[src/aesColumn_macros.svh]
`ifndef AES_COLUMN_MACROS_SVH
`define AES_COLUMN_MACROS_SVH

// datapath geometry
`define AES_WORD_W 32
`define AES_BYTE_W 8
`define AES_LANES 4

// latency of the table read (address register plus output register)
`define LOOKUP_STAGES 2

// one XOR stage per lane, the first one also takes the key
`define XOR_STAGES 4

// covers offsets 0x00 up to 0x1C
`define APB_ADDR_W 5

`endif
[src/aesTypesPkg.sv]
`default_nettype none

`include "aesColumn_macros.svh"

package aesTypesPkg;

    // single state byte, one row of a column
    typedef logic [`AES_BYTE_W-1:0] aesByte_t;

    // state column or round-key word, row 0 in the top byte
    typedef logic [`AES_WORD_W-1:0] aesWord_t;

    // one table entry per lane, index r is lane r
    typedef aesWord_t [`AES_LANES-1:0] laneWords_t;

    // Bit r set means lane r takes the plain S-box byte instead of
    // its T-table entry, as in the final round where MixColumns is skipped.
    typedef logic [`AES_LANES-1:0] laneMask_t;

endpackage

`default_nettype wire

[src/aesApbPkg.sv]
`default_nettype none

`include "aesColumn_macros.svh"

package aesApbPkg;

    import aesTypesPkg::*;

    typedef enum logic [`APB_ADDR_W-1:0] {
        REG_COLUMN = 'h00,  // state column after ShiftRows
        REG_KEY    = 'h04,  // round-key word
        REG_CTRL   = 'h08,  // lane mask and start
        REG_STATUS = 'h0C,  // busy and done, read only
        REG_RESULT = 'h10   // last captured result, read only
    } regAddr_e;

    typedef struct packed {
        logic [22:0] rsvdHi;
        logic        start;     // write one to launch, reads back zero
        logic [3:0]  rsvdLo;
        laneMask_t   laneMask;
    } ctrlReg_t;

    typedef struct packed {
        logic [29:0] rsvd;
        logic        done;
        logic        busy;
    } statusReg_t;

    // multiply by x modulo the AES polynomial
    function automatic aesByte_t xtime(input aesByte_t a);
        return {a[6:0], 1'b0} ^ (a[7] ? 8'h1b : 8'h00);
    endfunction

    // shift-and-add GF(2^8) product
    function automatic aesByte_t gfMul(input aesByte_t a, input aesByte_t b);
        aesByte_t acc;
        aesByte_t sh;
        acc = '0;
        sh = a;
        for (int i = 0; i < 8; i++)
        begin
            if (b[i])
                acc = acc ^ sh;
            sh = xtime(sh);
        end
        return acc;
    endfunction

    // Inverse as s^254 = s^2 * s^4 * ... * s^128, zero maps to zero,
    // then the affine map written as four left rotations plus 0x63.
    function automatic aesByte_t sbox(input aesByte_t s);
        aesByte_t sq;
        aesByte_t inv;
        sq = s;
        inv = 8'h01;
        for (int i = 1; i < 8; i++)
        begin
            sq = gfMul(sq, sq);
            inv = gfMul(inv, sq);
        end
        return inv ^ {inv[6:0], inv[7]} ^ {inv[5:0], inv[7:6]}
                   ^ {inv[4:0], inv[7:5]} ^ {inv[3:0], inv[7:4]} ^ 8'h63;
    endfunction

endpackage

`default_nettype wire

[src/aesColumnIfs.sv]
`timescale 1ns/1ps
`default_nettype none

// one-cycle issue of a column job from the register block
interface issueIf
    import aesTypesPkg::*;
();
    logic      issue;
    aesWord_t  colWord;
    laneMask_t lastMask;
    aesWord_t  roundKey;

    modport ctrl (output issue, output colWord, output lastMask, output roundKey);
    modport lookup (input issue, input colWord, input lastMask, input roundKey);
    modport xorSide (input issue, input roundKey);  // key side view of the same issue
endinterface

// looked-up lane entries travelling to the XOR cascade
interface laneIf
    import aesTypesPkg::*;
();
    laneWords_t laneWord;
    logic       laneValid;
    aesWord_t   laneKey;    // key of the issue these lanes belong to

    modport src (output laneWord, output laneValid, output laneKey);
    modport dst (input laneWord, input laneValid, input laneKey);
endinterface

`default_nettype wire

[src/tTableLookup.sv]
`timescale 1ns/1ps
`default_nettype none

`include "aesColumn_macros.svh"

module tTableLookup
    import aesTypesPkg::*;
    import aesApbPkg::*;
(
    input  wire     CLK,
    input  wire     reset,
    issueIf.lookup  issueBus,
    laneIf.src      laneBus
);

    laneWords_t              tEntry;
    laneWords_t              entryPipe [`LOOKUP_STAGES];
    aesWord_t                keyPipe   [`LOOKUP_STAGES];
    logic [`LOOKUP_STAGES-1:0] validPipe;

    // Lane r looks up byte r counted from the top of the column. T0 of s is
    // {2s, s, s, 3s}; T_r is that word rotated right by r bytes. The final
    // round entry is the S-box byte moved to row r by the same rotation.
    always_comb
    begin
        for (int r = 0; r < `AES_LANES; r++)
        begin
            aesByte_t sb;
            aesWord_t base;
            sb = sbox(issueBus.colWord[`AES_WORD_W-1-`AES_BYTE_W*r -: `AES_BYTE_W]);
            if (issueBus.lastMask[r])
                base = {sb, 24'h000000};
            else
                base = {xtime(sb), sb, sb, xtime(sb) ^ sb};
            tEntry[r] = (base >> (`AES_BYTE_W * r))
                      | (base << (`AES_WORD_W - `AES_BYTE_W * r));
        end
    end

    // table read register followed by the output register
    always_ff @(posedge CLK)
    begin
        entryPipe[0] <= tEntry;
        keyPipe[0] <= issueBus.roundKey;  // key rides along with its lanes
        for (int i = 1; i < `LOOKUP_STAGES; i++)
        begin
            entryPipe[i] <= entryPipe[i-1];
            keyPipe[i] <= keyPipe[i-1];
        end
    end

    always_ff @(posedge CLK)
    begin
        if (reset)
            validPipe <= '0;
        else
            validPipe <= {validPipe[`LOOKUP_STAGES-2:0], issueBus.issue};
    end

    assign laneBus.laneWord = entryPipe[`LOOKUP_STAGES-1];
    assign laneBus.laneKey = keyPipe[`LOOKUP_STAGES-1];
    assign laneBus.laneValid = validPipe[`LOOKUP_STAGES-1];

endmodule

`default_nettype wire

[src/flat_wrapper.sv]
// flat-port wrapper written by rule: the top's interface ports become plain ports
module tTableLookup_flat import aesTypesPkg::*; import aesApbPkg::*;
  (CLK, reset, issueBus_issue, issueBus_colWord, issueBus_lastMask, issueBus_roundKey, laneBus_laneWord, laneBus_laneValid, laneBus_laneKey);
  issueIf issueBus_i ();
  laneIf laneBus_i ();
  input  wire CLK;
  input  wire reset;
  input wire logic [$bits(issueBus_i.issue)-1:0] issueBus_issue;
  input wire logic [$bits(issueBus_i.colWord)-1:0] issueBus_colWord;
  input wire logic [$bits(issueBus_i.lastMask)-1:0] issueBus_lastMask;
  input wire logic [$bits(issueBus_i.roundKey)-1:0] issueBus_roundKey;
  output wire logic [$bits(laneBus_i.laneWord)-1:0] laneBus_laneWord;
  output wire logic [$bits(laneBus_i.laneValid)-1:0] laneBus_laneValid;
  output wire logic [$bits(laneBus_i.laneKey)-1:0] laneBus_laneKey;
  assign issueBus_i.issue = issueBus_issue;
  assign issueBus_i.colWord = issueBus_colWord;
  assign issueBus_i.lastMask = issueBus_lastMask;
  assign issueBus_i.roundKey = issueBus_roundKey;
  assign laneBus_laneWord = laneBus_i.laneWord;
  assign laneBus_laneValid = laneBus_i.laneValid;
  assign laneBus_laneKey = laneBus_i.laneKey;
  tTableLookup u_core (.CLK(CLK), .reset(reset), .issueBus(issueBus_i), .laneBus(laneBus_i));
endmodule
[config.mk]
export PLATFORM = sky130hd
export DESIGN_NAME = tTableLookup_flat
export DESIGN_NICKNAME = d
export VERILOG_FILES = /design/src/aesTypesPkg.sv /design/src/aesApbPkg.sv /design/src/aesColumnIfs.sv /design/src/tTableLookup.sv /design/src/flat_wrapper.sv
export VERILOG_INCLUDE_DIRS = /design/src
export SDC_FILE = /design/constraint.sdc
export NUM_CORES = 2
export LEC_CHECK = 0
export BUFFER_PORTS_ARGS = -buffer_cell sky130_fd_sc_hd__buf_2
export CAP_MARGIN = 20
export CELL_PAD_IN_SITES_DETAIL_PLACEMENT = 0
export CELL_PAD_IN_SITES_GLOBAL_PLACEMENT = 1
export CORE_ASPECT_RATIO = 0.9
export CORE_MARGIN = 3
export CORE_UTILIZATION = 30
export DETAILED_ROUTE_END_ITERATION = 7
export GPL_ROUTABILITY_DRIVEN = 0
export PLACE_DENSITY = 0.62
export SYNTH_ARGS = -nofsm -noshare
export SYNTH_HDL_FRONTEND = slang
export SYNTH_SLANG_ARGS = --single-unit
[constraint.sdc]
create_clock -name CLK -period 32.3 [get_ports CLK]
set_clock_uncertainty 0.1 [all_clocks]
set_input_delay 9.69 -clock CLK [delete_from_list [all_inputs] [get_ports CLK]]
set_output_delay 9.69 -clock CLK [all_outputs]
set_load 0.05 [all_outputs]
Word-level counts from Yosys, hierarchy flattened

Memories as Yosys holds them, arrays and structs flattened.
Cells that the tools add are included.

Flip-flop bits (word level): 2
Memory bits (writable): 320
Input port bits: 71
Word-level logic and storage cells: 1610
Memories kept: 2

Multiplexer cells: 820
Bitwise operators: 787

Memories:

| memory           | depth | width | rd ports | clocked after memory_dff | wr ports | RTL line           | source |
|---|---|---|---|---|---|---|---|
| u_core.entryPipe | 2     | 128   | 2        | 0                        | 2        | tTableLookup.sv:17 | `` laneWords_t entryPipe [`LOOKUP_STAGES]; `` |
| u_core.keyPipe   | 2     | 32    | 2        | 0                        | 2        | tTableLookup.sv:18 | `` aesWord_t keyPipe [`LOOKUP_STAGES]; `` |

Operator list:

| kind              | number |
|---|---|
| $xor 8x8->8       | 752 |
| $mux 8            | 420 |
| $mux 5            | 372 |
| $mux 32           | 4 |
| $or 16x32->32     | 1 |
| $or 24x32->32     | 1 |
| $or 8x32->32      | 1 |
| $mux 7            | 4 |
| $not 1->1 const A | 28 |
| $mux 6            | 4 |
| $mux 4            | 4 |
| $not 4->4         | 4 |
| $mux 3            | 4 |
| $mux 2            | 4 |
| $mux 1            | 4 |

Depth between registers and ports, before layout

Word-level depth: 136
Gate-level depth with buffers: 69
Depth with buffers taken out: 59

Worst setup path after synthesis

No wires, ideal clock.

Kind: input to register
From: input port issueBus_colWord[22]
To: memory u_core.entryPipe[0][50] (netlist bit)
Arrival: 25.240 ns
Data required time: 32.086 ns
Slack: 6.846 ns
Cell stages on the path: 61
Cell sequence: buf_4 > buf_4 > xor2_1 > xor2_1 > inv_1 > buf_2 > ha_1 > buf_1 > nand2_1 > xor2_1 > xnor2_1 > inv_2 > clkbuf_1 > clkbuf_1 > ha_1 > xnor3_1 > xor2_1 > or3_1 > [25 not listed] > a31o_2 > or3_1 > o221a_2 > o32a_1 > nand2_1 > buf_4 > mux2_2 > o31a_1 > o31a_1 > and4_1 > o31ai_1 > xnor2_1 > nor2b_1 > xnor3_1 > xnor2_4 > xor3_1 > nor2b_4 > a21o_1

RTL lines:

| what               | RTL line           | source |
|---|---|---|
| start: declaration | flat_wrapper.sv:9  | `input wire logic [$bits(issueBus_i.colWord)-1:0] issueBus_colWord;` |
| end: declaration   | tTableLookup.sv:17 |  |

==> results_dict.tcl <==
set metrics [dict create \
    grt_pass1_wl_mm 344 \
    ctsHoldBuffers 0 \
    num-nets-final 8732 \
    violations "design-rule violations" \
    max_cap_violations 0 \
    synth_xor_area_share_pct 42.9 \
    final_layout_size_suffix_gt1_share_pct 11.8 \
    synth_mux_area_share_pct 4.68 \
    netlist_area_mm2 0.0683 \
    critical_path_required_ns 32.59 \
    slew_violations 0 \
    rr_worst_depth 1 \
    synth_edf_count 0 \
    fp.dieW_um 509 \
    place_area_mm2 0.0720 \
    maxClockFrequency_mhz 35.3 \
    ys_seq_area_share_pct 7.56 \
    area_growth_pct 6.43 \
    routedWlPerCell_um 18.4 \
    yosys_warnings 0 \
    dpl.hpwl_mm 155 \
    cts_buffer_depth 3 \
    drcViolationCount 13 \
    crit_type "in -> reg" \
    seqCellArea_mm2 0.00516 \
    max_slew.worst_pin.slew_ns 1.10 \
    die_area_mm2 0.234 \
    drt_first_pass_iters 8 \
    period_share_pct 87.7 \
    h-tree-depth 1 \
    fin_tns_setup_ns 0 \
    postSynth.asyncResetShare_pct 0 \
    status "finished, violations left" \
    hold_viol_final 0 \
    timing.rr.start "u_core.validPipe[0]" \
    min_path_cells 0 \
    synthSimpleGateAreaFrac_pct 19.7 \
    routed-via-count 62100 \
    drtIter0Drc 4529 \
    synth_area_per_cell_um2 7.71 \
    ant_nets 0 \
    ys_ff_latch 258 \
    hp-start "u_core.entryPipe[0][75]" \
    nFillCells 23900 \
    relSlewSlack_pct 26.5 \
    synth.most_common_cell "xnor2_1" \
    post-cts-setup-buffers 0 \
    synth_compound_area_share_pct 18.3 \
    grt_setup_unrepaired "false" \
    synth_largest_area_cell "xnor2_1" \
    diodes 0 \
    start_util_pct 30.3 \
    grt_pass1_vias 60500 \
    hp-class "reg -> reg" \
    start_kind "input port" \
    clock-root-buffer "clkbuf_16" \
    cts_tree "yes" \
    cts_sinks 258 \
    synth.area.top_cells "xnor2_1, xnor3_1, dfxtp_1" \
    yosys-top-cells-count "xnor2_1, nor2_1, nand2_1" \
    drt-total-wl_mm 214 \
    grt-ovfl-total 0 \
    cpMaxStageDelayCell "xnor2_1" \
    synth_adder_area_share_pct 0.542 \
    cp-startpoint "issueBus_colWord[23]" \
    die-height_um 459 \
    syn_inst 8858 \
    critPathMaxFanout 27 \
    numCtsBuffers 20 \
    synth_top_area_share_pct 19.5 \
    ctsResizeCount 0 \
    synthesis.nets 8957 \
    portBuffers 231 \
    synth_cell_types 129 \
    period_needed_ns 28.31 \
    cp-end-kind "flop" \
    multiInputGateArea_mm2 0.0595 \
    routed_via_density 5.33 \
    core_mm2 0.226 \
    pin_count 232 \
    synth_top_family_by_area "XOR/XNOR gates" \
    clk_latency_ns 0.53 \
    grt_antenna_before_repair 0 \
    cp.arrival_ns 28.60 \
    design_area_mm2 0.0727 \
    grt_max_degree 44 \
    ys.flop_type "dfxtp_1" \
    rows 165 \
    clkSlewWorstSetupHoldPaths_ns 0.10 \
    grt_use_total_pct 17.6 \
    critical-path-max-stage-delay_ns 0.75 \
    setup_viol 0 \
]
==> state kept, by name, indices dropped and copies added, names as in the netlist <==
name,flops
u_core.validPipe,2
u_core.keyPipe,64
u_core.entryPipe,192
==> worst paths after layout <==
kind,slack [ns],end
worst max register to register,31.70,u_core.validPipe[1]
worst min-delay path,0.20,u_core.entryPipe[0][203]
worst min register to register,0.20,u_core.entryPipe[0][203]
worst max-delay path,3.99,u_core.entryPipe[0][55]
==> placed cells by master, fill, tap and decap left out, types with 100 or more instances in the layout <==
master / instances
o22ai_1: 125
buf_4: 272
nor3_1: 257
o21ai_0: 360
inv_1: 100
nand3_1: 222
dfxtp_1: 258
xnor3_1: 312
xor2_1: 404
a211oi_1: 102
buf_2: 231
xnor2_2: 156
nand2_1: 903
nor2_1: 1152
a21oi_1: 404
mux2i_1: 236
xnor2_1: 1467
==> logic make-up after synthesis <==
kind of cell | count (synthesis)
compound gates | 1847
xor+xnor | 2518
fa+ha+maj | 30
buf+inv | 867
flops | 258
mux | 307
simple gates | 3031
==> worst max-delay path: cells and delay by family <==
kind / cells / cell delay, ns
xor+xnor: 13 / 4.52
mux: 3 / 1.00
buf+inv: 6 / 1.93
simple gates: 15 / 4.69
fa+ha+maj: 4 / 1.90
compound gates: 15 / 4.80
==> per-layer routing <==
layer	vias up	wire (um)	GRT usage (%)
met5	-	0	0
met1	30100	101000	24.8
li1	30300	-	-
met3	197	7790	0.784
met4	0	2610	2.45
met2	1492	103000	30.2
==> metrics by stage <==
stage	cells	hold slack, ns	utilization (%)	setup slack, ns
finish	11700	0.201	32.2	3.99
global route	11700	0.218	32.2	2.52
CTS	11600	0.207	32.2	3.79
detailed placement	11600	0.212	31.9	3.32
global placement	11600	0.209	31.9	3.58
floorplan	8858	0.210	-	6.85
==> final cells by class <==
| type | instances | share of cell area, % |
|---|---|---|
| clock buffers | 28 | 0.841 |
| clock inverters | 7 | 0.127 |
| inverters | 117 | 0.604 |
| multi-input cells | 7733 | 81.8 |
| flip-flops and latches | 258 | 7.10 |
| well taps | 3006 | 5.17 |
| repair buffers | 503 | 4.40 |
Power is left out: the tool's default activity adds up to more than one toggle a clock period on the data nets, which glitch-free logic cannot reach.
