**config.mk**
```make
export PLATFORM = sky130hd
export DESIGN_NAME = keyXorChain_flat
export DESIGN_NICKNAME = d
export VERILOG_FILES = /design/src/aesTypesPkg.sv /design/src/aesColumnIfs.sv /design/src/keyXorChain.sv /design/src/flat_wrapper.sv
export VERILOG_INCLUDE_DIRS = /design/src
export SDC_FILE = /design/constraint.sdc
export NUM_CORES = 1
export LEC_CHECK = 0
export ABC_AREA = 1
export BUFFER_PORTS_ARGS = -buffer_cell sky130_fd_sc_hd__buf_2
export CAP_MARGIN = 5
export CELL_PAD_IN_SITES_DETAIL_PLACEMENT = 1
export CELL_PAD_IN_SITES_GLOBAL_PLACEMENT = 2
export CORE_ASPECT_RATIO = 1.2
export CORE_UTILIZATION = 30
export CTS_BUF_LIST = sky130_fd_sc_hd__clkbuf_4
export CTS_CLUSTER_DIAMETER = 200
export DETAILED_ROUTE_END_ITERATION = 10
export PLACE_DENSITY_LB_ADDON = 0.1
export SLEW_MARGIN = 20
export SYNTH_ARGS = -nofsm -noshare
export SYNTH_HDL_FRONTEND = slang
export SYNTH_SLANG_ARGS = --single-unit
```
**constraint.sdc**
```tcl
create_clock -name CLK -period 1.3 [get_ports CLK]
set_clock_uncertainty 0.15 [all_clocks]
set_input_delay 0.13 -clock CLK [delete_from_list [all_inputs] [get_ports CLK]]
set_output_delay 0.13 -clock CLK [all_outputs]
set_load 0.02 [all_outputs]
```
**src/aesColumn_macros.svh**
```systemverilog
`ifndef AES_COLUMN_MACROS_SVH
`define AES_COLUMN_MACROS_SVH

// datapath geometry
`define AES_WORD_W 32
`define AES_BYTE_W 8
`define AES_LANES 4

// latency of the table read (address register plus output register)
`define LOOKUP_STAGES 2

// one XOR stage per lane, the first one also takes the key
`define XOR_STAGES 4

// covers offsets 0x00 up to 0x1C
`define APB_ADDR_W 5

`endif
```
**src/aesTypesPkg.sv**
```systemverilog
`default_nettype none

`include "aesColumn_macros.svh"

package aesTypesPkg;

    // single state byte, one row of a column
    typedef logic [`AES_BYTE_W-1:0] aesByte_t;

    // state column or round-key word, row 0 in the top byte
    typedef logic [`AES_WORD_W-1:0] aesWord_t;

    // one table entry per lane, index r is lane r
    typedef aesWord_t [`AES_LANES-1:0] laneWords_t;

    // Bit r set means lane r takes the plain S-box byte instead of
    // its T-table entry, as in the final round where MixColumns is skipped.
    typedef logic [`AES_LANES-1:0] laneMask_t;

endpackage

`default_nettype wire

```
**src/aesColumnIfs.sv**
```systemverilog
`timescale 1ns/1ps
`default_nettype none


// looked-up lane entries travelling to the XOR cascade
interface laneIf
    import aesTypesPkg::*;
();
    laneWords_t laneWord;
    logic       laneValid;
    aesWord_t   laneKey;    // key of the issue these lanes belong to

    modport src (output laneWord, output laneValid, output laneKey);
    modport dst (input laneWord, input laneValid, input laneKey);
endinterface

`default_nettype wire

```
**src/keyXorChain.sv**
```systemverilog
`timescale 1ns/1ps
`default_nettype none

`include "aesColumn_macros.svh"

module keyXorChain
    import aesTypesPkg::*;
(
    input  wire      CLK,
    input  wire      reset,
    laneIf.dst       laneBus,
    output aesWord_t resultWord,
    output logic     resultValid
);

    aesWord_t                sumPipe  [`XOR_STAGES];
    laneWords_t              lanePipe [`XOR_STAGES-1];
    logic [`XOR_STAGES-1:0]  validPipe;

    // lanePipe[j] holds the lanes from j+1 cycles back, so stage k picks
    // lane k after k delay registers and meets the running sum of the
    // same issue
    always_ff @(posedge CLK)
    begin
        sumPipe[0] <= laneBus.laneWord[0] ^ laneBus.laneKey;  // lane 0 meets the key
        lanePipe[0] <= laneBus.laneWord;
        for (int k = 1; k < `XOR_STAGES; k++)
            sumPipe[k] <= sumPipe[k-1] ^ lanePipe[k-1][k];
        for (int j = 1; j < `XOR_STAGES - 1; j++)
            lanePipe[j] <= lanePipe[j-1];
    end

    always_ff @(posedge CLK)
    begin
        if (reset)
            validPipe <= '0;
        else
            validPipe <= {validPipe[`XOR_STAGES-2:0], laneBus.laneValid};
    end

    assign resultWord = sumPipe[`XOR_STAGES-1];
    assign resultValid = validPipe[`XOR_STAGES-1];

endmodule

`default_nettype wire

```
**src/flat_wrapper.sv**
```systemverilog
// flat-port wrapper written by rule: the top's interface ports become plain ports
module keyXorChain_flat import aesTypesPkg::*;
  (CLK, reset, resultWord, resultValid, laneBus_laneWord, laneBus_laneValid, laneBus_laneKey);
  laneIf laneBus_i ();
  input  wire CLK;
  input  wire reset;
  output aesWord_t resultWord;
  output logic resultValid;
  input wire logic [$bits(laneBus_i.laneWord)-1:0] laneBus_laneWord;
  input wire logic [$bits(laneBus_i.laneValid)-1:0] laneBus_laneValid;
  input wire logic [$bits(laneBus_i.laneKey)-1:0] laneBus_laneKey;
  assign laneBus_i.laneWord = laneBus_laneWord;
  assign laneBus_i.laneValid = laneBus_laneValid;
  assign laneBus_i.laneKey = laneBus_laneKey;
  keyXorChain u_core (.CLK(CLK), .reset(reset), .laneBus(laneBus_i), .resultWord(resultWord), .resultValid(resultValid));
endmodule
```
# Yosys cells after proc, flatten, opt, wreduce, memory -nomap -nowiden
# Memory sizes are Yosys's and may differ from the RTL's.
# Index checks and enable logic that the tools add are counted.
[op_classes]
bitwise = 4
[op_table]
columns = ["operator", "n"]
rows = [
  ["$xor 32x32->32", 4],
]
[word_totals]
ff_bits = 4
ram_bits = 512
in_bits = 163
output_inout_bits = 33
word_cells = 7
n_memories = 2
[memory_table]
columns = ["name", "depth", "word_bits", "rd", "rd_ports_with_merged_regs", "wr", "line_no", "text"]
rows = [
  ["u_core.lanePipe", 3, 128, 3, 0, 3, "keyXorChain.sv:17", "laneWords_t lanePipe [`XOR_STAGES-1];"],
  ["u_core.sumPipe", 4, 32, 4, 0, 4, "keyXorChain.sv:16", "aesWord_t sumPipe [`XOR_STAGES];"],
]

# Longest topological paths before layout
# Gate-level depths: netlist of the first run.
[depth]
word_depth = 1
depth_mapped = 3
mapped_depth_nobuf = 3

# Least setup slack after synthesis of the first run
# OpenSTA, ideal clock, no wires.
[synth_path]
kind = "reg-to-reg"
start = "memory u_core.sumPipe[0][0] (netlist bit)"
end = "memory u_core.sumPipe[1][0] (netlist bit)"
setup_ns = 0.112
t_arrival_ns = 0.416
required_ns = 1.038
path_slack_ns = 0.622
path_stages_with_launch = 4
n_path_buf = 0
synth_period_minus_slack_ns = 0.678
cell_sequence = "dfxtp_1 > inv_1 > nand2_1 > nand2_1"
[synth_rtl]
columns = ["item", "line_no"]
rows = [
  ["start: declaration", "keyXorChain.sv:16"],
]

==> results of run 1 <==
[registers in the layout (all words and copies together) (netlist names)]
register	count
u_core.lanePipe	192
u_core.sumPipe	128
u_core.validPipe	4
[cell usage after synthesis]
| cell | n |
|---|---|
| dfxtp_1 | 324 |
| nor2_1 | 4 |
| nand2_1 | 384 |
| inv_1 | 260 |
[worst max path at each step]
| stage | endpoint | from | slack (ns) |
|---|---|---|---|
| floorplan | u_core.sumPipe[1][0] | u_core.sumPipe[0][0] | 0.62 |
| global placement | resultWord[18] | u_core.sumPipe[3][18] | 0.48 |
| detailed placement | resultWord[18] | u_core.sumPipe[3][18] | 0.49 |
| CTS | resultWord[18] | u_core.sumPipe[3][18] | -0.22 |
| global route | resultWord[18] | u_core.sumPipe[3][18] | -0.22 |
| finish | resultWord[18] | u_core.sumPipe[3][18] | -0.11 |
[through the flow]
stage | util | hold WS, ns | cell area, um2 | setup WS, ns | TNS (ns)
floorplan | - | 0.00772 | 8920 | 0.622 | 0
global placement | 0.358 | 0.0818 | 10400 | 0.477 | 0
detailed placement | 0.358 | 0.0844 | 10400 | 0.495 | 0
CTS | 0.507 | 0.000128 | 14700 | -0.217 | -5.85
global route | 0.507 | 0.0338 | 14700 | -0.218 | -5.82
finish | 0.507 | 0.104 | 14700 | -0.108 | -2.37
[worst reg2reg max path, cell delays in order (launching register included)]
cell and delay [ns]:
dfxtp_1 0.33, inv_1 0.04, nand2_1 0.05, nand2_1 0.08
[cells in the final DEF, fill, tap and decap left out, drive strengths merged]
| cell type | n |
|---|---|
| dlygate4sd3 | 316 |
| inv | 262 |
| nor2 | 4 |
| clkinv | 7 |
| clkbuf | 119 |
| dfxtp | 324 |
| buf | 195 |
| diode | 2 |
| nand2 | 384 |
[power by group through the flow]
stage | Sequential [mW] | Clock (mW) | Combinational [mW]
6_report | 11.0 | 7.79 | 2.08
5_1_grt | 11.1 | 8.82 | 2.34
4_1_cts | 11.0 | 8.28 | 2.06
3_5_place_dp | 11.2 | 0 | 1.18
3_3_place_gp | 11.2 | 0 | 1.14
2_1_floorplan | 11.3 | 0 | 0.517
[timing repair]
item	CTS	global route
resized for setup	99	0
setup endpoints to repair	33	33
endpoints found under the hold margin	132	0
hold buffers	316	0
[final cells by class]
| class | count | area, um2 | share of cell area |
|---|---|---|---|
| Antenna cell | 2 | 5.00 | 0.000340 |
| Clock buffer | 119 | 893 | 0.0607 |
| Clock inverter | 9 | 36.3 | 0.00246 |
| Inverter | 260 | 976 | 0.0663 |
| Multi-Input combinational cell | 388 | 1460 | 0.0989 |
| Sequential cell | 324 | 6530 | 0.443 |
| Tap cell | 385 | 482 | 0.0327 |
| Timing Repair Buffer | 511 | 4350 | 0.295 |
[metal layers]
metal | share of wire | vias to the layer above | track usage
met5 | 0 | - | 0
met4 | 0.026 | 0 | 0.0725
met3 | 0.063 | 47 | 0.0496
met2 | 0.53 | 175 | 0.262
met1 | 0.38 | 3287 | 0.125
li1 | - | 3925 | -
[cell families (layout without fill, tap and decap cells)]
| family | after synthesis | in the layout | synth area share |
|---|---|---|---|
| simple gates | 388 | 388 | 0.163 |
| other cells | 0 | 2 | 0 |
| flops | 324 | 324 | 0.727 |
| buf+inv | 260 | 899 | 0.109 |
==> flow_metrics.py, run 1 <==
metrics = {
    "synthesis": {
        "synth_fp_nets": 1135,
        "synth_area_um2": 8920,
        "yosys.area.top_type_share": 0.727,
        "yosys.area.top_type": "dfxtp_1",
        "ys_seq_area_frac": 0.727,
        "syn_inst": 972,
        "yosysWarnings": 0,
        "synth-seq-cells": 324,
        "ys_types": 4,
        "synthTopCellsByArea": "dfxtp_1 73%, nand2_1 16%, inv_1 11%",
        "synth_area_per_cell_um2": 9.18,
    },
    "drt": {
        "first_pass_iters": 4,
        "wl_per_cell_um": 9.82,
        "drc": 0,
        "via_per_inst": 3.72,
        "via_count": 7434,
        "drt_iter0_markers": 150,
        "wirelength_mm": 19.6,
        "antenna_left": 0,
    },
    "critical_path": {
        "path_cells": "buf_6",
        "worstRegToRegCells": 3,
        "crit_path_end_kind": "output port",
        "timing.critical_path.buf_inv": 1,
        "path_max_fanout": 1,
        "r2r_slack_ns": 0.54,
        "cp_slowest_stage_delay_ns": 0.35,
        "crit_type": "flip-flop to output port",
        "path_delay_family": "flip-flops",
        "worstSetupPathDepth": 1,
        "r2r_end": "u_core.sumPipe[3][6]",
        "critPathSlowestCell": "dfxtp_2",
        "arrival_ns": 1.13,
        "cp-start-kind": "flip-flop",
        "required_ns": 1.02,
        "worstReg2RegStart": "u_core.lanePipe[0][358]",
    },
    "finish": {
        "drive_gt1_frac": 0.218,
        "layout.nets": 1730,
        "fillers": 3377,
        "instances_no_fill": 1998,
        "area_growth_pct": 65.1,
    },
    "power_and_ir_drop": {
        "power_leakage_nw": 7.90,
        "finalPower_mw": 20.9,
        "power_switching_mw": 4.78,
        "powerDensity_nw_per_um2": 1420,
        "p_seq_frac": 0.527,
        "p_int_mw": 16.1,
        "clockPowerShare": 0.373,
        "switching_share": 0.229,
        "peakVddDrop_uv": 593,
        "comb_power_share": 0.100,
    },
    "place": {
        "place.gp.congestion": 0.649,
        "dp_hpwl_mm": 10.8,
        "place_inst": 1552,
        "port-buffer-count": 195,
    },
    "run_status": {
        "violations": "negative setup slack",
        "status": "complete, but fails checks",
    },
    "timing": {
        "fin_ws_ns": -0.108,
        "period_share": 1.08,
        "setup_violations": 33,
        "hold_violations": 0,
        "worst_pin_slew_ns": 0.170,
        "rsz0062_at_grt": "yes",
        "period_needed_ns": 1.41,
        "slew_headroom": 0.887,
        "max_freq_mhz": 710,
        "slew_violations": 0,
    },
    "grt": {
        "grt_pass1_vias": 8014,
        "grt_max_degree": 11,
        "grt_first_pass_wirelength_mm": 33.4,
        "antenna_found_initial": 1,
        "grt_util_all_layers": 0.137,
        "grt.overflow.total": 0,
    },
    "floorplan": {
        "die_area_um2": 30400,
        "start_util": 0.307,
        "core-area_um2": 29000,
        "die_h_um": 191,
        "dieWidth_um": 159,
        "io_pins": 196,
        "rows": 68,
    },
    "worst_hold_path": {
        "min_from": "laneBus_laneKey[10]",
        "hp-class": "primary input to flip-flop",
        "whs_endpoint": "u_core.sumPipe[0][10]",
        "hold-path-cell-count": 5,
    },
    "clocking": {
        "clk_latency_ns": 0.66,
        "clock-sinks": 324,
        "cts_setup_buffers": 0,
        "cts_buffers": 82,
        "cts_tree": "built",
        "path_clk_slew_ns": 0.06,
        "cts_buffer_depth": 3,
        "root_buffer": "clkbuf_4",
        "htree_levels": 3,
    },
    "run": {
        "cap_violations": 0,
    },
}
Power figures use the tool's default switching activity.
==> run 2: changes to the inputs <==
--- a/config.mk
+++ b/config.mk
@@ -16,7 +16,8 @@
 export CTS_BUF_LIST = sky130_fd_sc_hd__clkbuf_4
 export CTS_CLUSTER_DIAMETER = 200
 export DETAILED_ROUTE_END_ITERATION = 10
-export PLACE_DENSITY_LB_ADDON = 0.1
+export MAX_ROUTING_LAYER = met4
+export PLACE_DENSITY = 0.75
 export SLEW_MARGIN = 20
 export SYNTH_ARGS = -nofsm -noshare
 export SYNTH_HDL_FRONTEND = slang
==> run 2 against run 1 <==
  * The run still ends with negative setup slack left
  * Design area increased by 0.61%
  * Routed wire length increased by 24%
  * Critical endpoint is now resultWord[3]
  * Largest cell class unchanged
  * Core utilization grew 0.31 points
  * First-iteration DRC count decreased by 33%
  * Fmax shrank 2.1%
  * Critical path type unchanged
  * Sequential power is essentially flat
  * Worst setup slack got worse by 0.031 ns
  * Clock power increased by 11%
  * Die area unchanged
  * Non-clock buffer count is 3 lower
  * Sequential share of layout area decreased by 0.25 points
==> flow_metrics.py, run 2 (same netlist as run 1, synthesis figures left out) <==
metrics = {
    "drt": {
        "drc": 0,
        "antenna_left": 0,
        "via_per_inst": 3.86,
        "via_count": 7751,
        "drt_iter0_markers": 100,
        "first_pass_iters": 4,
        "wirelength_mm": 24.2,
        "wl_per_cell_um": 12.1,
    },
    "critical_path": {
        "r2r_end": "u_core.sumPipe[3][25]",
        "arrival_ns": 1.16,
        "worstRegToRegCells": 3,
        "crit_path_end_kind": "output port",
        "timing.critical_path.buf_inv": 1,
        "path_cells": "buf_6",
        "critPathSlowestCell": "dfxtp_4",
        "worstReg2RegStart": "u_core.lanePipe[0][377]",
        "crit_start": "u_core.sumPipe[3][3]",
        "r2r_slack_ns": 0.46,
        "path_max_fanout": 1,
        "path_delay_family": "flip-flops",
        "crit_type": "flip-flop to output port",
        "required_ns": 1.02,
        "cp_slowest_stage_delay_ns": 0.36,
        "cp-start-kind": "flip-flop",
        "cp-endpoint": "resultWord[3]",
        "worstSetupPathDepth": 1,
    },
    "run_status": {
        "status": "complete, but fails checks",
        "violations": "negative setup slack",
    },
    "timing": {
        "fin_ws_ns": -0.139,
        "max_freq_mhz": 695,
        "slew_violations": 0,
        "slew_headroom": 0.871,
        "setup_violations": 33,
        "period_needed_ns": 1.44,
        "fin_setup_tns_ns": -2.78,
        "rsz0062_at_grt": "yes",
        "hold_violations": 0,
        "worst_pin_slew_ns": 0.192,
        "period_share": 1.11,
        "fin_hold_ws_ns": 0.0852,
    },
    "place": {
        "place.gp.congestion": 0.702,
        "port-buffer-count": 195,
        "dp_hpwl_mm": 11.5,
        "place_ws_ns": 0.466,
    },
    "clocking": {
        "clock-sinks": 324,
        "root_buffer": "clkbuf_4",
        "cts_setup_buffers": 0,
        "cts_buffers": 84,
        "path_clk_slew_ns": 0.06,
        "htree_levels": 3,
        "clk_latency_ns": 0.67,
        "cts_buffer_depth": 3,
        "cts_tree": "built",
    },
    "floorplan": {
        "dieWidth_um": 159,
        "core-area_um2": 29000,
        "rows": 68,
        "die_area_um2": 30400,
        "die_h_um": 191,
        "start_util": 0.307,
        "io_pins": 196,
    },
    "power_and_ir_drop": {
        "switching_share": 0.233,
        "powerDensity_nw_per_um2": 1470,
        "p_seq_frac": 0.506,
        "comb_power_share": 0.099,
        "power_leakage_nw": 7.93,
        "power_switching_mw": 5.08,
        "peakVddDrop_uv": 824,
        "p_int_mw": 16.7,
        "clockPowerShare": 0.395,
        "finalPower_mw": 21.8,
    },
    "finish": {
        "drive_gt1_frac": 0.218,
        "area_growth_pct": 66.1,
        "top_regs": "u_core.lanePipe x192, u_core.sumPipe x128, u_core.validPipe x4",
        "layout.nets": 1729,
        "layout_common_cells": "384 x nand2_1, 313 x dlygate4sd3_1, 291 x dfxtp_1, 260 x inv_1, 162 x buf_2",
        "postLayoutCoreUtil": 0.511,
        "max_flop_register": "u_core.lanePipe",
        "largest_reg_flops": 192,
        "mostFrequentLayoutCell": "nand2_1",
    },
    "grt": {
        "antenna_found_initial": 3,
        "grt_util_all_layers": 0.172,
        "grt_pass1_vias": 9000,
        "grt_max_degree": 12,
        "grt_first_pass_wirelength_mm": 40.0,
        "grt.overflow.total": 0,
    },
    "worst_hold_path": {
        "min_from": "laneBus_laneKey[10]",
        "hp-class": "primary input to flip-flop",
    },
    "run": {
        "cap_violations": 0,
    },
}
==> run 2: cell type report <==
class                   count  area (um2)
inverters                 260         976
diodes                      6        15.0
well taps                 385         482
repair buffers            508        4320
fillers                  3349       14200
flip-flops and latches    324        6530
clock buffers             119         893
multi-input cells         388        1460
clock inverters            17         144
==> run 2: worst min path at each step <==
stage	endpoint	slack, ns	cells past startpoint
after floorplan	u_core.lanePipe[0][100]	0.008	0
after detailed placement	u_core.lanePipe[0][55]	0.08	1
after global routing	u_core.sumPipe[0][17]	0.03	4
final	u_core.sumPipe[0][10]	0.09	4
after global placement	u_core.lanePipe[0][115]	0.08	1
after CTS	u_core.sumPipe[0][17]	0.0001	4
==> run 2: routing by layer <==
metal,up-vias,part of all wire,global-route usage
li1,3933,-,-
met1,3593,0.33,0.135
met2,180,0.60,0.354
met3,45,0.047,0.0492
met4,0,0.021,0.0810
met5,-,0,-
==> run 2: what timing repair did <==
action,in CTS,in global routing
resized for setup,99,1
endpoints found under the setup margin,33,33
hold buffers,313,0
hold endpoints to repair,132,0
pin swaps,0,0
gates cloned,0,0
==> run 2: metrics by stage <==
stage                     cell area [um2]  instances
after CTS                           14800       2001
after floorplan                      8920        972
final                               14800       2007
after global routing                14800       2005
after detailed placement            10400       1552
after global placement              10400       1552
==> run 2: power by group through the flow <==
stage                     Sequential (mW)  Clock, mW  Combinational (mW)
final                                11.0       8.62                2.15
after global placement               11.2          0                1.14
after CTS                            11.0       8.96                2.06
after floorplan                      11.3          0               0.517
after detailed placement             11.2          0                1.19
after global routing                 11.1       9.52                2.39
