--- src/aesColumn_macros.svh ---
`ifndef AES_COLUMN_MACROS_SVH
`define AES_COLUMN_MACROS_SVH

// datapath geometry
`define AES_WORD_W 32
`define AES_BYTE_W 8
`define AES_LANES 4

// latency of the table read (address register plus output register)
`define LOOKUP_STAGES 2

// one XOR stage per lane, the first one also takes the key
`define XOR_STAGES 4

// covers offsets 0x00 up to 0x1C
`define APB_ADDR_W 5

`endif
--- src/aesTypesPkg.sv ---
`default_nettype none

`include "aesColumn_macros.svh"

package aesTypesPkg;

    // single state byte, one row of a column
    typedef logic [`AES_BYTE_W-1:0] aesByte_t;

    // state column or round-key word, row 0 in the top byte
    typedef logic [`AES_WORD_W-1:0] aesWord_t;

    // one table entry per lane, index r is lane r
    typedef aesWord_t [`AES_LANES-1:0] laneWords_t;

    // Bit r set means lane r takes the plain S-box byte instead of
    // its T-table entry, as in the final round where MixColumns is skipped.
    typedef logic [`AES_LANES-1:0] laneMask_t;

endpackage

`default_nettype wire

--- src/aesApbPkg.sv ---
`default_nettype none

`include "aesColumn_macros.svh"

package aesApbPkg;

    import aesTypesPkg::*;

    typedef enum logic [`APB_ADDR_W-1:0] {
        REG_COLUMN = 'h00,  // state column after ShiftRows
        REG_KEY    = 'h04,  // round-key word
        REG_CTRL   = 'h08,  // lane mask and start
        REG_STATUS = 'h0C,  // busy and done, read only
        REG_RESULT = 'h10   // last captured result, read only
    } regAddr_e;

    typedef struct packed {
        logic [22:0] rsvdHi;
        logic        start;     // write one to launch, reads back zero
        logic [3:0]  rsvdLo;
        laneMask_t   laneMask;
    } ctrlReg_t;

    typedef struct packed {
        logic [29:0] rsvd;
        logic        done;
        logic        busy;
    } statusReg_t;

    // multiply by x modulo the AES polynomial
    function automatic aesByte_t xtime(input aesByte_t a);
        return {a[6:0], 1'b0} ^ (a[7] ? 8'h1b : 8'h00);
    endfunction

    // shift-and-add GF(2^8) product
    function automatic aesByte_t gfMul(input aesByte_t a, input aesByte_t b);
        aesByte_t acc;
        aesByte_t sh;
        acc = '0;
        sh = a;
        for (int i = 0; i < 8; i++)
        begin
            if (b[i])
                acc = acc ^ sh;
            sh = xtime(sh);
        end
        return acc;
    endfunction

    // Inverse as s^254 = s^2 * s^4 * ... * s^128, zero maps to zero,
    // then the affine map written as four left rotations plus 0x63.
    function automatic aesByte_t sbox(input aesByte_t s);
        aesByte_t sq;
        aesByte_t inv;
        sq = s;
        inv = 8'h01;
        for (int i = 1; i < 8; i++)
        begin
            sq = gfMul(sq, sq);
            inv = gfMul(inv, sq);
        end
        return inv ^ {inv[6:0], inv[7]} ^ {inv[5:0], inv[7:6]}
                   ^ {inv[4:0], inv[7:5]} ^ {inv[3:0], inv[7:4]} ^ 8'h63;
    endfunction

endpackage

`default_nettype wire

--- src/aesColumnIfs.sv ---
`timescale 1ns/1ps
`default_nettype none

// one-cycle issue of a column job from the register block
interface issueIf
    import aesTypesPkg::*;
();
    logic      issue;
    aesWord_t  colWord;
    laneMask_t lastMask;
    aesWord_t  roundKey;

    modport ctrl (output issue, output colWord, output lastMask, output roundKey);
    modport lookup (input issue, input colWord, input lastMask, input roundKey);
    modport xorSide (input issue, input roundKey);  // key side view of the same issue
endinterface


`default_nettype wire

--- src/aesRoundCtrl.sv ---
`timescale 1ns/1ps
`default_nettype none

`include "aesColumn_macros.svh"

module aesRoundCtrl
    import aesTypesPkg::*;
    import aesApbPkg::*;
(
    input  wire           CLK,
    input  wire           reset,
    input  wire           pSel,
    input  wire           pEnable,
    input  wire           pWrite,
    input  wire [`APB_ADDR_W-1:0] pAddr,
    input  wire aesWord_t pWdata,
    output aesWord_t      pRdata,
    output logic          pReady,
    output logic          pSlvErr,
    issueIf.ctrl          issueBus,
    input  wire aesWord_t resultWord,
    input  wire           resultValid
);

    regAddr_e   regSel;
    ctrlReg_t   wrCtrl;
    ctrlReg_t   rdCtrl;
    statusReg_t rdStatus;
    logic       apbAccess;
    logic       addrHit;
    logic       startReq;
    logic       startFire;
    logic       wrFire;
    logic       issueReg;
    logic       busy;
    logic       done;
    aesWord_t   colReg;
    aesWord_t   keyReg;
    laneMask_t  maskReg;
    aesWord_t   resultReg;

    assign regSel = regAddr_e'(pAddr);
    assign wrCtrl = ctrlReg_t'(pWdata);
    assign apbAccess = pSel & pEnable;  // access phase

    // read mux and address decode
    always_comb
    begin
        rdCtrl = '0;
        rdCtrl.laneMask = maskReg;
        rdStatus = '0;
        rdStatus.busy = busy;
        rdStatus.done = done;
        addrHit = 1'b1;
        pRdata = '0;
        case (regSel)
            REG_COLUMN: pRdata = colReg;
            REG_KEY:    pRdata = keyReg;
            REG_CTRL:   pRdata = rdCtrl;
            REG_STATUS: pRdata = rdStatus;
            REG_RESULT: pRdata = resultReg;
            default:    addrHit = 1'b0;  // unmapped offset
        endcase
    end

    assign startReq = apbAccess & pWrite & (regSel == REG_CTRL) & wrCtrl.start;
    assign pReady = ~(startReq & busy);  // only a start during busy waits
    assign pSlvErr = apbAccess & ~addrHit;
    assign wrFire = apbAccess & pWrite & pReady & addrHit;
    assign startFire = startReq & pReady;

    // software registers, STATUS and RESULT ignore writes
    always_ff @(posedge CLK)
    begin
        if (reset)
        begin
            colReg <= '0;
            keyReg <= '0;
            maskReg <= '0;
        end
        else if (wrFire)
        begin
            case (regSel)
                REG_COLUMN: colReg <= pWdata;
                REG_KEY:    keyReg <= pWdata;
                REG_CTRL:   maskReg <= wrCtrl.laneMask;
                default:    ;
            endcase
        end
    end

    // Busy rises together with the issue pulse and drops after the
    // result is taken, so a single job is outstanding at any time.
    always_ff @(posedge CLK)
    begin
        if (reset)
        begin
            issueReg <= 1'b0;
            busy <= 1'b0;
            done <= 1'b0;
            resultReg <= '0;
        end
        else
        begin
            issueReg <= startFire;
            if (startFire)
            begin
                busy <= 1'b1;
                done <= 1'b0;  // cleared by the next start
            end
            else if (resultValid)
            begin
                busy <= 1'b0;
                done <= 1'b1;
            end
            if (resultValid)
                resultReg <= resultWord;
        end
    end

    assign issueBus.issue = issueReg;
    assign issueBus.colWord = colReg;     // already holds the value of the start write
    assign issueBus.lastMask = maskReg;
    assign issueBus.roundKey = keyReg;

endmodule

`default_nettype wire

--- src/flat_wrapper.sv ---
// flat-port wrapper written by rule: the top's interface ports become plain ports
module aesRoundCtrl_flat import aesTypesPkg::*; import aesApbPkg::*;
  (CLK, reset, pSel, pEnable, pWrite, pAddr, pWdata, pRdata, pReady, pSlvErr, resultWord, resultValid, issueBus_issue, issueBus_colWord, issueBus_lastMask, issueBus_roundKey);
  issueIf issueBus_i ();
  input  wire CLK;
  input  wire reset;
  input  wire pSel;
  input  wire pEnable;
  input  wire pWrite;
  input  wire [`APB_ADDR_W-1:0] pAddr;
  input  wire aesWord_t pWdata;
  output aesWord_t pRdata;
  output logic pReady;
  output logic pSlvErr;
  input  wire aesWord_t resultWord;
  input  wire resultValid;
  output wire logic [$bits(issueBus_i.issue)-1:0] issueBus_issue;
  output wire logic [$bits(issueBus_i.colWord)-1:0] issueBus_colWord;
  output wire logic [$bits(issueBus_i.lastMask)-1:0] issueBus_lastMask;
  output wire logic [$bits(issueBus_i.roundKey)-1:0] issueBus_roundKey;
  assign issueBus_issue = issueBus_i.issue;
  assign issueBus_colWord = issueBus_i.colWord;
  assign issueBus_lastMask = issueBus_i.lastMask;
  assign issueBus_roundKey = issueBus_i.roundKey;
  aesRoundCtrl u_core (.CLK(CLK), .reset(reset), .pSel(pSel), .pEnable(pEnable), .pWrite(pWrite), .pAddr(pAddr), .pWdata(pWdata), .pRdata(pRdata), .pReady(pReady), .pSlvErr(pSlvErr), .issueBus(issueBus_i), .resultWord(resultWord), .resultValid(resultValid));
endmodule
--- config.mk ---
export PLATFORM = sky130hd
export DESIGN_NAME = aesRoundCtrl_flat
export DESIGN_NICKNAME = d
export VERILOG_FILES = /design/src/aesTypesPkg.sv /design/src/aesApbPkg.sv /design/src/aesColumnIfs.sv /design/src/aesRoundCtrl.sv /design/src/flat_wrapper.sv
export VERILOG_INCLUDE_DIRS = /design/src
export SDC_FILE = /design/constraint.sdc
export NUM_CORES = 1
export LEC_CHECK = 0
export BUFFER_PORTS_ARGS = -buffer_cell sky130_fd_sc_hd__buf_2
export CAP_MARGIN = 30
export CORE_ASPECT_RATIO = 1.4
export CORE_UTILIZATION = 49
export CTS_CLUSTER_SIZE = 16
export DETAILED_ROUTE_END_ITERATION = 7
export GPL_ROUTABILITY_DRIVEN = 1
export PLACE_DENSITY = 0.86
export SETUP_SLACK_MARGIN = 0.5
export SLEW_MARGIN = 15
export SYNTH_ARGS = -nofsm -noshare
export SYNTH_HDL_FRONTEND = slang
export SYNTH_SLANG_ARGS = --single-unit
--- constraint.sdc ---
create_clock -name CLK -period 1.3 [get_ports CLK]
set_input_delay 0 -clock CLK [delete_from_list [all_inputs] [get_ports CLK]]
set_output_delay 0 -clock CLK [all_outputs]
set_load 0.01 [all_outputs]
# ---- Word-level counts from Yosys, hierarchy flattened
# Cells that the tools add are included.
dict set report op_classes {
  eq_ne 4
  mux 4
  bitwise 11
  reduce_logical 7
}
# operator n
set op_table {}
lappend op_table {{$pmux 32 s5} 1}
lappend op_table {{$eq 5x4->1 const B} 2}
lappend op_table {{$and 1x1->1} 9}
lappend op_table {{$reduce_and 2->1} 3}
lappend op_table {{$eq 5x3->1 const B} 1}
lappend op_table {{$eq 5x5->1 const B} 1}
lappend op_table {{$logic_not 5->1} 1}
lappend op_table {{$reduce_or 5->1} 1}
lappend op_table {{$mux 1} 3}
lappend op_table {{$not 1->1} 2}
lappend op_table {{$reduce_bool 2->1} 1}
lappend op_table {{$reduce_or 2->1} 1}
dict set report word_totals {
  regBits 103
  input_bits 75
  output_inout_bits 103
  word_cells 33
}

# ---- Longest topological paths before layout
dict set report depth {
  depth_word 9
  ltp_mapped 6
}

# ---- Worst setup path after synthesis
# No wires, ideal clock.
dict set report synth_timing {
  path_kind {input to register}
  start {in pAddr[2]}
  end {reg u_core.keyReg[23], in the netlist u_core.issueBus.roundKey[23]}
  setup_ns 0.132
  arrival_ns 1.070
  slack_ns 0.098
  cell_stages 6
  path_buffers 3
  path_cell_list {buf_6 or4b_1 buf_2 buf_2 o21ai_0 a21oi_1}
}
dict set report synth_via {
  elab_chain_cells 8
}
# item line_no
set synth_lines {}
lappend synth_lines {{from (decl)} flat_wrapper.sv:10} ;# input wire [`APB_ADDR_W-1:0] pAddr;
lappend synth_lines {{$eq 5x4->1} {aesRoundCtrl.sv:56, aesRoundCtrl.sv:66}}
lappend synth_lines {{$and 1x1->1 (2 in a row)} aesRoundCtrl.sv:66} ;# assign startReq = apbAccess & pWrite & (regSel == REG_CTRL) & wrCtrl.start;
lappend synth_lines {{$and 1x1->1} aesRoundCtrl.sv:67} ;# assign pReady = ~(startReq & busy);
lappend synth_lines {{$not 1->1} aesRoundCtrl.sv:67}
lappend synth_lines {{$and 1x1->1 (2 in a row)} aesRoundCtrl.sv:69} ;# assign wrFire = apbAccess & pWrite & pReady & addrHit;
lappend synth_lines {{$reduce_and 2->1 (no source line) (*)} -}
lappend synth_lines {{to (signal assigned)} aesRoundCtrl.sv:85} ;# REG_KEY: keyReg <= pWdata;
lappend synth_lines {{to (decl)} aesRoundCtrl.sv:38} ;# aesWord_t keyReg;
# Mark *: on every way between the ends. The rest lies on a longest branch, timed or not.
# A chain may end at the register's enable or synchronous reset.

# ---- Worst setup path after layout
dict set report layout_timing {
  start {in pAddr[0]}
  end {out pRdata[28]}
}
dict set report layout_via {
  elab_chain_cells 2
}
# item line_no
set layout_lines {}
lappend layout_lines {{$eq 5x5->1, or another cell as far along} aesRoundCtrl.sv:56} ;# case (regSel)
lappend layout_lines {{$pmux 32 s5 (*)} aesRoundCtrl.sv:56}
lappend layout_lines {{to (decl)} flat_wrapper.sv:12} ;# output aesWord_t pRdata;
# Marked as above.

==> results list <==
- Status: complete, but fails checks
- The checks that failed: setup timing.
- Measured along the y axis, the die boundary spans 119 um.
- Crit end category: primary output
- Of the total power, the clock network draws 0.404.
- Data arrives at the worst endpoint at 1.55 ns.
* Switching share of power: 0.254
- Syn-to-layout area delta: 68.2%
- In the finished design, the share of the clock period the worst path needs comes to 1.19.
- Gate count of the mapped netlist: 528
* Total area of sequential cells: 0.00218 mm^2
* Sequential share of the synthesized area: 0.431
- At the pin with the least slew margin, the transition time is 0.588 ns.
- Global-route wire length before repair: 29200 um
- The Yosys step of the flow raised 0 warnings.
* Post-route DRC violation count: 0
- The tree is rooted in a sky130_fd_sc_hd__clkbuf_16.
- Cells taking the most area after synthesis: sky130_fd_sc_hd__dfxtp_1, sky130_fd_sc_hd__mux2i_1, sky130_fd_sc_hd__nand3_1, sky130_fd_sc_hd__a21oi_1, sky130_fd_sc_hd__nor3b_2
- Post-detailed-placement half-perimeter wirelength: 10100 um
- Period minus WS final: 1.55 ns
- Total via count after detailed routing: 5970
- Worst path buffer plus inverter count: 3
* Total power per unit cell area: 872 mW/mm^2
- Number of primary I/O pins: 178
- The critical path goes through buf_4, or4b_4, buf_12, nor3b_2, a221o_1, buf_2.
- Class of the tightest hold or removal check: in -> reg
- Of the total power, registers draw 0.461.
* Switching pwr: 1.78 mW
- The largest total area in the synthesized netlist belongs to sky130_fd_sc_hd__dfxtp_1.
- Routed wire per std cell: 24.7 um
- Ranked by instance count, the synthesized netlist is headed by sky130_fd_sc_hd__dfxtp_1, sky130_fd_sc_hd__nand3_1, sky130_fd_sc_hd__a21oi_1.
- The share of synthesized area in the top cell type comes to 0.431.
- Total grt overflow: 0
- Power share of the combinational group: 0.135
- After routing, the total negative slack on setup checks comes to -4.41 ns.
* Die Span X: 85.5 um
- Number of diodes: 0
- Floorplan row count: 42
- Critical path fanouts, max: 6
- Entering global routing, the biggest net connects 65 pins.
- Standard cell core area: 0.00946 mm^2
- CP top delay family: simple AND/OR/NAND/NOR gates
* # nets final: 859
* Crit-path slowest cell: sky130_fd_sc_hd__or4b_4
* Count of fill cells added during filler insertion: 459
* Global routing usage summed across all routing layers: 0.370
* CTS clock-pin slew for the worst setup and hold paths: 0.07 ns
* Setup CP Type: in -> out
- STA puts the critical path data required time at 1.30 ns.
* Final worst-path setup slack: -0.249 ns
- Most frequent cell after synthesis: sky130_fd_sc_hd__dfxtp_1
- Unrepaired setup endpoints after global routing: yes
- At the end of routability-driven placement, the weighted congestion stood at 0.853.
- DRT iter0 DRCs: 631
- Setup violations remaining at the end of the flow were counted as 39.
* DR pass1 iterations: 5
- CTS built an H-tree with a depth of 3.
* Count of buffers from port buffering: 177
- Fraction of registers with async set or reset after synthesis: 0
* Cell internal power dissipation: 5.24 mW
* Remaining antenna violation count: 0
* Antenna violations before repair: 0
- Clock latency on the worst-skew pair, taken at its later pin, is 0.35 ns.
* Worst VDD drop: 0.835 mV
- The hold violation total from the final report is 0.
- Clock tree synthesis found a total of 103 sinks.
- Before CTS, the worst setup slack after placement is -0.127 ns.
- In this run the mean area of a mapped cell was 9.07 um^2.
- The tool flagged a number of max-cap violations equal to 0.
- Inserted Clock Buffers: 9
* Total wire length after detailed routing: 22200 um
* Fraction of final layout cells sized beyond drive strength 1: 0.526
- STA classifies the critical path startpoint as an input pin.
* Cell area after technology mapping: 0.00479 mm^2
- The die covers 0.0102 mm^2.
* Count of final max-slew check failures: 0
* Yosys reg bits: 103
- Counting flops with a built-in enable in the synthesized netlist gives 0.
- Largest stage delay on the critical path: 0.62 ns
- Peak Freq: 646 MHz
- For flop-to-flop paths, the worst setup slack is 0.20 ns.
* P_leak: 3.39 nW
- TritonCTS clock tree: built
- Effective utilization at floorplan: 0.506
- Dividing the detail-routed via count by the number of cells gives 6.64.
- Post-synth top flop: sky130_fd_sc_hd__dfxtp_1
* Post-synthesis cell type count: 33
- Maximum root-to-sink buffer count: 2
* Combined area of the multi-input logic cells: 0.00280 mm^2
- Mapped Nets: 603
- Post-route clock skew: 0.00937 ns
- Relative slew margins: 0.608
- Vias in the first global route: 5868
sequential cells by signal, indices dropped and copies added, names as in the netlist:
signal,count
u_core.busy,1
u_core.done,1
u_core.issueBus.colWord,32
u_core.issueBus.issue,1
u_core.issueBus.lastMask,4
u_core.issueBus.roundKey,32
u_core.resultReg,32
worst register-to-register path: cells and delay by family, from the launching register on:
kind / cells / cell delay [ns]
flops: 1 / 0.38
simple gates: 3 / 0.62
placed cells by master (no fill, tap or decap), types with 10 or more instances in the layout:
cell type / n
sky130_fd_sc_hd__nand3_1: 66
sky130_fd_sc_hd__mux2i_1: 42
sky130_fd_sc_hd__clkbuf_16: 10
sky130_fd_sc_hd__buf_2: 116
sky130_fd_sc_hd__nor2_1: 34
sky130_fd_sc_hd__o21ai_1: 31
sky130_fd_sc_hd__dfxtp_4: 13
sky130_fd_sc_hd__buf_6: 71
sky130_fd_sc_hd__buf_4: 33
sky130_fd_sc_hd__nor3b_2: 22
sky130_fd_sc_hd__dfxtp_2: 56
sky130_fd_sc_hd__a21oi_1: 52
sky130_fd_sc_hd__dfxtp_1: 34
sky130_fd_sc_hd__o21ai_2: 28
sky130_fd_sc_hd__a221o_1: 28
sky130_fd_sc_hd__a21oi_2: 14
sky130_fd_sc_hd__dlygate4sd3_1: 64
worst paths after layout:
path	startpoint	depth (start not counted)	end
setup / recovery	pAddr[0]	6	pRdata[28]
hold / removal	reset	2	u_core.issueBus.colWord[18]
setup reg to reg	u_core.busy	3	u_core.done
hold reg to reg	u_core.issueBus.colWord[31]	2	u_core.issueBus.colWord[31]
power groups by stage:
stage,Clock [mW],Sequential [mW],Combinational (mW)
4_1_cts,2.76,3.26,0.818
6_report,2.84,3.24,0.949
3_5_place_dp,0,3.33,0.591
3_3_place_gp,0,3.32,0.570
2_1_floorplan,0,3.32,0.337
5_1_grt,2.94,3.24,0.985
cell type report:
cell class,count,share of cell area
clock buffers,11,0.0314
clock inverters,5,0.00699
multi-input cells,368,0.348
flip-flops and latches,103,0.271
well taps,110,0.0171
repair buffers,302,0.326
metal layers:
layer	share of wire	vias to the layer above	GRT usage
li1	-	2474	-
met1	0.33	2840	0.382
met2	0.51	479	0.663
met3	0.079	177	0.0769
met4	0.079	0	0.243
met5	0	-	0
through the flow:
| step | instance area [um^2] | power (mW) | instances | hold WS, ns | util |
|---|---|---|---|---|---|
| finish | 8060 | 7.02 | 899 | 0.0999 | 0.852 |
| global route | 8060 | 7.17 | 899 | 0.100 | 0.852 |
| CTS | 7480 | 6.84 | 887 | 0.0611 | 0.790 |
| detailed placement | 5910 | 3.92 | 790 | 0.242 | 0.624 |
| global placement | 5910 | 3.89 | 790 | 0.236 | 0.624 |
| floorplan | 4900 | 3.66 | 528 | 0.0909 | - |
kinds of logic after synthesis:
logic type,count (synthesis),share of synthesized area
compound gates,163,0.203
buf+inv,57,0.0598
flops,103,0.431
mux,42,0.0878
simple gates,163,0.219
timing repair:
item,in CTS,in global routing
setup endpoints to repair,172,173
hold buffers,64,0
pin swaps,57,31
resized for setup,161,111
cloned,3,2
endpoints found under the hold margin,100,0
buffers inserted,14,10
Note: power is estimated with default switching activity, not from simulation.
